--- src/source/bus_monitor_macros.svh ---
`ifndef BUS_MONITOR_MACROS_SVH
`define BUS_MONITOR_MACROS_SVH

// --------------------------------------------------
// UART register map as seen on the TL-UL bus
// --------------------------------------------------
`define UART_BASE      32'h0003_0000
`define UART_CTRL_OFF  32'h10
`define UART_WDATA_OFF 32'h1c

// --------------------------------------------------
// Serial line timing and statistics width
// --------------------------------------------------
// Roughly 115200 baud from a 10 MHz clock
`define UART_BIT_TICKS 87

`define COUNT_W 16

`endif
--- src/source/bus_monitor_pkg.sv ---
`include "bus_monitor_macros.svh"

package bus_monitor_pkg;

  // Widths with a meaning of their own
  typedef logic [31:0]          tl_addr_t;
  typedef logic [31:0]          tl_data_t;
  typedef logic [7:0]           uart_byte_t;
  typedef logic [`COUNT_W-1:0]  event_count_t;

  // A-channel opcodes the observer cares about
  typedef enum logic [2:0] {
    PUT_FULL_DATA    = 3'd0,
    PUT_PARTIAL_DATA = 3'd1,
    GET              = 3'd4
  } tl_opcode_e;

  // Serial receiver FSM
  typedef enum logic [1:0] {
    RX_IDLE,
    RX_START,
    RX_DATA,
    RX_STOP
  } uart_rx_state_e;

  // --------------------------------------------------
  // Observed channels, only the fields that are used
  // --------------------------------------------------
  typedef struct packed {
    logic       a_valid;
    logic       a_ready;
    tl_opcode_e a_opcode;
    tl_addr_t   a_address;
    tl_data_t   a_data;
  } tl_req_obs_t;

  typedef struct packed {
    logic d_valid;
    logic d_error;
  } tl_rsp_obs_t;

endpackage

--- src/source/bus_monitor_top.sv ---
`timescale 1ns/1ps

module bus_monitor_top (
  input  logic                          clk,
  input  logic                          rst_n,
  input  bus_monitor_pkg::tl_req_obs_t  tl_req,
  input  bus_monitor_pkg::tl_rsp_obs_t  tl_rsp,
  input  logic                          serial_in,
  output logic                          rx_valid,
  output bus_monitor_pkg::uart_byte_t   rx_byte,
  output logic                          console_valid,
  output bus_monitor_pkg::uart_byte_t   console_byte,
  output logic                          ctrl_write,
  output logic                          tx_enable,
  output bus_monitor_pkg::event_count_t req_count,
  output bus_monitor_pkg::event_count_t err_count
);

  // --------------------------------------------------
  // Register write decode
  // --------------------------------------------------
  tl_write_snoop u_snoop (
    .clk           (clk),
    .rst_n         (rst_n),
    .tl_req        (tl_req),
    .console_valid (console_valid),
    .console_byte  (console_byte),
    .ctrl_write    (ctrl_write),
    .tx_enable     (tx_enable)
  );

  // --------------------------------------------------
  // Serial line, gated by the tracked TX enable
  // --------------------------------------------------
  uart_line_rx u_rx (
    .clk       (clk),
    .rst_n     (rst_n),
    .enable    (tx_enable),
    .serial_in (serial_in),
    .rx_valid  (rx_valid),
    .rx_byte   (rx_byte)
  );

  // Bus traffic statistics
  tl_traffic_stats u_stats (
    .clk       (clk),
    .rst_n     (rst_n),
    .tl_req    (tl_req),
    .tl_rsp    (tl_rsp),
    .req_count (req_count),
    .err_count (err_count)
  );

endmodule

--- src/source/tl_traffic_stats.sv ---
`timescale 1ns/1ps

module tl_traffic_stats (
  input  logic                          clk,
  input  logic                          rst_n,
  input  bus_monitor_pkg::tl_req_obs_t  tl_req,
  input  bus_monitor_pkg::tl_rsp_obs_t  tl_rsp,
  output bus_monitor_pkg::event_count_t req_count,
  output bus_monitor_pkg::event_count_t err_count
);

  logic req_fire;
  logic err_fire;

  // Handshake on A, error beat on D
  assign req_fire = tl_req.a_valid && tl_req.a_ready;
  assign err_fire = tl_rsp.d_valid && tl_rsp.d_error;

  // --------------------------------------------------
  // Wrapping counters
  // --------------------------------------------------
  always_ff @(posedge clk or negedge rst_n) begin
    if (!rst_n) begin
      req_count <= '0;
    end else if (req_fire) begin
      req_count <= req_count + 1'b1;
    end
  end

  // Independent of the request side, both may step in one cycle
  always_ff @(posedge clk or negedge rst_n) begin
    if (!rst_n) begin
      err_count <= '0;
    end else if (err_fire) begin
      err_count <= err_count + 1'b1;
    end
  end

endmodule

--- src/source/tl_write_snoop.sv ---
`timescale 1ns/1ps
`include "bus_monitor_macros.svh"

module tl_write_snoop (
  input  logic                         clk,
  input  logic                         rst_n,
  input  bus_monitor_pkg::tl_req_obs_t tl_req,
  output logic                         console_valid,
  output bus_monitor_pkg::uart_byte_t  console_byte,
  output logic                         ctrl_write,
  output logic                         tx_enable
);

  localparam bus_monitor_pkg::tl_addr_t wdata_addr = `UART_BASE + `UART_WDATA_OFF;
  localparam bus_monitor_pkg::tl_addr_t ctrl_addr  = `UART_BASE + `UART_CTRL_OFF;

  logic accepted;
  logic is_put;
  logic wdata_hit;
  logic ctrl_hit;

  // --------------------------------------------------
  // Request qualification
  // --------------------------------------------------
  assign accepted = tl_req.a_valid && tl_req.a_ready;

  // Both put flavours count as register writes
  assign is_put = (tl_req.a_opcode == bus_monitor_pkg::PUT_FULL_DATA) ||
                  (tl_req.a_opcode == bus_monitor_pkg::PUT_PARTIAL_DATA);

  assign wdata_hit = accepted && is_put && (tl_req.a_address == wdata_addr);
  assign ctrl_hit  = accepted && is_put && (tl_req.a_address == ctrl_addr);

  // --------------------------------------------------
  // Strobes and the tracked TX enable
  // --------------------------------------------------
  always_ff @(posedge clk or negedge rst_n) begin
    if (!rst_n) begin
      console_valid <= 1'b0;
      ctrl_write    <= 1'b0;
      tx_enable     <= 1'b0;
    end else begin
      console_valid <= wdata_hit;
      ctrl_write    <= ctrl_hit;
      // CTRL.TX is bit 0
      if (ctrl_hit) begin
        tx_enable <= tl_req.a_data[0];
      end
    end
  end

  // Console character, low byte of WDATA
  always_ff @(posedge clk) begin
    if (wdata_hit) begin
      console_byte <= tl_req.a_data[7:0];
    end
  end

endmodule

--- src/source/uart_line_rx.sv ---
`timescale 1ns/1ps
`include "bus_monitor_macros.svh"

module uart_line_rx #(
  parameter int bit_ticks = `UART_BIT_TICKS
) (
  input  logic                        clk,
  input  logic                        rst_n,
  input  logic                        enable,
  input  logic                        serial_in,
  output logic                        rx_valid,
  output bus_monitor_pkg::uart_byte_t rx_byte
);

  // Counter must reach a full bit period
  localparam int cnt_w = $clog2(bit_ticks + 1);
  localparam logic [cnt_w-1:0] full_cnt = cnt_w'(bit_ticks);
  localparam logic [cnt_w-1:0] half_cnt = cnt_w'(bit_ticks / 2);

  bus_monitor_pkg::uart_rx_state_e state;
  logic [cnt_w-1:0]                tick_cnt;
  logic [2:0]                      bit_idx;
  bus_monitor_pkg::uart_byte_t     shift_q;

  logic sample_data;

  // Middle of a data bit
  assign sample_data = (state == bus_monitor_pkg::RX_DATA) && (tick_cnt == full_cnt);

  // --------------------------------------------------
  // Frame sequencing
  // --------------------------------------------------
  always_ff @(posedge clk or negedge rst_n) begin
    if (!rst_n) begin
      state    <= bus_monitor_pkg::RX_IDLE;
      tick_cnt <= '0;
      bit_idx  <= '0;
      rx_valid <= 1'b0;
    end else begin
      rx_valid <= 1'b0;
      case (state)
        bus_monitor_pkg::RX_IDLE: begin
          // Armed only while the transmitter is enabled
          if (enable && !serial_in) begin
            state    <= bus_monitor_pkg::RX_START;
            tick_cnt <= cnt_w'(1);
          end
        end
        bus_monitor_pkg::RX_START: begin
          tick_cnt <= tick_cnt + 1'b1;
          if (tick_cnt == half_cnt) begin
            if (!serial_in) begin
              state    <= bus_monitor_pkg::RX_DATA;
              tick_cnt <= cnt_w'(1);
              bit_idx  <= '0;
            end else begin
              // Glitch, line went back high before mid start bit
              state <= bus_monitor_pkg::RX_IDLE;
            end
          end
        end
        bus_monitor_pkg::RX_DATA: begin
          tick_cnt <= tick_cnt + 1'b1;
          if (sample_data) begin
            tick_cnt <= cnt_w'(1);
            bit_idx  <= bit_idx + 1'b1;
            if (bit_idx == 3'd7) begin
              state <= bus_monitor_pkg::RX_STOP;
            end
          end
        end
        bus_monitor_pkg::RX_STOP: begin
          tick_cnt <= tick_cnt + 1'b1;
          if (tick_cnt == full_cnt) begin
            state    <= bus_monitor_pkg::RX_IDLE;
            tick_cnt <= '0;
            rx_valid <= 1'b1;
          end
        end
        default: begin
          state <= bus_monitor_pkg::RX_IDLE;
        end
      endcase
    end
  end

  // --------------------------------------------------
  // Data path, LSB arrives first
  // --------------------------------------------------
  always_ff @(posedge clk) begin
    if (sample_data) begin
      shift_q <= {serial_in, shift_q[7:1]};
    end
  end

  // Byte stays stable until the next frame's first data bit
  assign rx_byte = shift_q;

endmodule

--- config.mk ---
export PLATFORM = sky130hd
export DESIGN_NAME = bus_monitor_top
export DESIGN_NICKNAME = d
export VERILOG_FILES = /design/src/source/bus_monitor_pkg.sv /design/src/source/bus_monitor_top.sv /design/src/source/tl_traffic_stats.sv /design/src/source/tl_write_snoop.sv /design/src/source/uart_line_rx.sv
export VERILOG_INCLUDE_DIRS = /design/src /design/src/source
export SDC_FILE = /design/constraint.sdc
export NUM_CORES = 1
export LEC_CHECK = 0
export BUFFER_PORTS_ARGS = -buffer_cell sky130_fd_sc_hd__buf_4
export CELL_PAD_IN_SITES_DETAIL_PLACEMENT = 0
export CELL_PAD_IN_SITES_GLOBAL_PLACEMENT = 1
export CORE_AREA = 4 4 98 91
export CTS_BUF_LIST = sky130_fd_sc_hd__clkbuf_4 sky130_fd_sc_hd__clkbuf_8
export DETAILED_ROUTE_END_ITERATION = 8
export DIE_AREA = 0 0 102 95
export GPL_ROUTABILITY_DRIVEN = 0
export PLACE_DENSITY_LB_ADDON = 0.1
export SETUP_SLACK_MARGIN = 0.05
export SYNTH_ARGS = -nofsm -noshare
export SYNTH_HDL_FRONTEND = slang
export SYNTH_SLANG_ARGS = --single-unit
export TNS_END_PERCENT = 30
--- constraint.sdc ---
create_clock -name clk -period 2 [get_ports clk]
set_clock_uncertainty 0.05 [all_clocks]
set_input_delay 0.1 -clock clk [delete_from_list [all_inputs] [get_ports clk]]
set_output_delay 0.1 -clock clk [all_outputs]
set_load 0.05 [all_outputs]
==> metrics.txt <==
area leader, netlist=dfrtp_1; R2R Setup Slk=0.24 ns; cell count of the worst reg-to-reg path=5; clock latency on the worst-skew pair=0.33 ns; WP data arrival=approximately 1.9 ns; MaxCap Viol Count=0; slowest cell on the critical path=dfrtp_1; Post-synth top cells=48 x dfrtp_1, 30 x nand2_1, 16 x edfxtp_1, 16 x xnor2_1, 16 x xor2_1; number of routed nets with antenna violations=0; Fill cells=728; PD cells=approximately 860 nW/um2; CTS resizes=0; Crit. Startpoint=u_rx.tick_cnt[0]$_DFFE_PN0N_; Bufs and invs on worst path=0; ratio of cells with drive above 1 in the final layout=0.3503; worst rel slew slack=0.5838; die width=~100 um; number of global-route vias before repair=~2200; worst hold margin=around 0.032 ns; Leakage=1.908 nW; setup slack after layout=about 0.24 ns; setup_tns=0 ns; clock root buffer=clkbuf_8; crit path capture type=register; Seq/Total Area, Yosys=0.5887; Sink Count=64; Nets=between 400 and 500; largest net degree at the start of global routing=49; GRT Residual Overflow=0; row count=31; initial DRC count=about 70; Final Setup Violations=0; final instance area=approximately 4100 um2; Req. time, crit path=2.17 ns; count leader, synth=dfrtp_1; total core area=around 8000 um2; capture point of the worst path=u_rx.bit_idx[1]$_DFFE_PN0P_; post-route minimum period=1.757 ns; status=complete, no violations; DRC=0; area of the mapped netlist=2856 um2; DR pass1 iterations=4; WL/cell=between 10 and 15 um; CP Cell Sequence=ha_1 -> nand2_1 -> nor3_4 -> mux2_1 -> a22o_1; maximum fanout along the worst path=5; Slowest Stage Delay on Critical Path=0.36 ns; Reg clk slew, reported paths=approximately 0.070 ns; reg-to-reg endpoint=u_rx.bit_idx[1]$_DFFE_PN0P_; Hold WC Path Type=input pin to register; Reg2Reg Launch Point=u_rx.tick_cnt[0]$_DFFE_PN0N_; total power=3.517 mW; Seq cells post-synth=64; Max Fclk=around 570 MHz; crit start category=register; Slew @ Worst Pin=between 0.6 and 0.7 ns; syn_area_per_cell=11.95 um2; maximum VDD drop=approximately 0.32 mV; final WL=6614 um; Final period util=0.8786; CTS tree=built; Final Hold Viols=0; via/cell ratio=4.833; placed instance area=3784 um2; Die H=95 um; multi-input logic area=1149 um2; Worst Setup Path Type=register to register; Starting Density=0.3610; RSZ-0062 raised after global routing=no; # hold bufs at CTS=12; TritonCTS buffer count=9; H-tree lvl count=3; YS warnings=0; syn_nets=roughly 320; Synth async-reset ratio=0.7500; initial antenna violation count=0; Area growth, synth to finish=42.79%; Ant. Diodes=0; Most used DFF post-synth=dfrtp_1; Ports=~130; post-synth top area share=0.4205; GRT Resource Usage Total=0.1418; Post CTS Setup Buffer Count=0; cell family with most CP delay=simple AND/OR/NAND/NOR gates; Post-synth EDFFs=16; Max clock buf depth=2; die footprint=between 9000 and 10000 um2; critical path depth=5; Slew Limit Fails=0; top cells by area, synth=dfrtp_1 42%, edfxtp_1 17%, xnor2_1 4.9%; DP Worst Slack=about 0.2 ns; Port Buf Inserts=100; Vias=2286; Distinct cells, synth=between 40 and 50; post-synthesis cell count=around 240; Register Area=1682 um2; hpwl dp=roughly 4800 um; first-pass GRT wire length=about 11000 um
worst min-delay path: cells and delay by family:
family,cells,cell delay [ns]
buffers and inverters,1,0.12
and+or+nand+nor,1,0.09
xor gates and xnor gates,1,0.06
where the power goes:
group	switching, mW	total (mW)	internal [mW]
clock network	0.493	0.999	0.506
registers	0.155	1.61	1.45
logic	0.577	0.909	0.332
total	1.23	3.52	2.29
layout by cell type (no fill, tap or decap), drive strengths merged, types with 2 or more instances in the layout:
master,synthesis,routed
a22o,3,3
and2,4,4
and3,3,3
and4,3,3
buf,1,109
clkbuf,1,12
clkinv,0,3
dfrtp,48,48
dlygate4sd3,0,12
edfxtp,16,16
ha,5,5
inv,3,3
mux2,5,5
nand2,30,30
nand3,12,12
nand4,8,8
nor2,15,15
nor2b,3,3
nor3,9,9
nor4,8,8
nor4b,4,4
o21a,2,2
o21ai,4,4
o22ai,2,2
or2,3,3
xnor2,16,16
xor2,16,16
flip-flops by register name (all words and copies together), names as in the netlist, named ones only:
name	flops
u_rx.bit_idx	3
u_rx.rx_byte	8
u_rx.rx_valid	1
u_rx.state	1
u_rx.tick_cnt	7
u_snoop.console_byte	8
u_snoop.console_valid	1
u_snoop.ctrl_write	1
u_snoop.tx_enable	1
u_stats.err_count	16
u_stats.req_count	16
cell families (layout without fill, tap and decap cells):
logic type | count (synthesis) | after routing | synth area share
AOI/OAI and AO/OA | 20 | 20 | 0.05169
xor gates and xnor gates | 32 | 32 | 0.09811
adders and majority gates | 5 | 5 | 0.02190
buffers and inverters | 5 | 140 | 0.009197
DFF | 64 | 64 | 0.5887
muxes | 5 | 5 | 0.01971
and+or+nand+nor | 108 | 108 | 0.2107
metrics by stage:
step | cells | utilization
after floorplan | 239 | -
after global placement | 445 | 0.4782
after detailed placement | 445 | 0.4782
after CTS | 473 | 0.5155
after global routing | 473 | 0.5155
final | 473 | 0.5155
how the worst min path moves through the flow:
| stage | end | startpoint | slack, ns | cells past startpoint |
|---|---|---|---|---|
| after floorplan | async pin | rst_n | -0.25 | 0 |
| after global placement | u_stats.err_count[6]$_DFFE_PN0P_ | rst_n | 0.12 | 1 |
| after detailed placement | u_stats.err_count[6]$_DFFE_PN0P_ | rst_n | 0.12 | 1 |
| after CTS | u_stats.err_count[2]$_DFFE_PN0P_ | tl_rsp[1] | 0.02 | 3 |
| after global routing | u_stats.err_count[2]$_DFFE_PN0P_ | tl_rsp[1] | 0.05 | 3 |
| final | u_stats.err_count[2]$_DFFE_PN0P_ | tl_rsp[1] | 0.03 | 3 |
layer usage:
| layer | share of wire | GRT usage |
|---|---|---|
| met5 | 0 | 0 |
| met4 | 0.016 | 0.06557 |
| met3 | 0.065 | 0.03619 |
| met2 | 0.47 | 0.2219 |
| met1 | 0.45 | 0.1838 |
layout make-up:
cell class                 count  share of cell area
clock buffer                  12             0.03742
clock inverter                 4            0.005521
inverter                       3            0.002761
multi-input combinational    170              0.2816
sequential                    64              0.4123
tap                           99             0.03037
timing repair buffer         121              0.2301
Power figures use the tool's default switching activity.
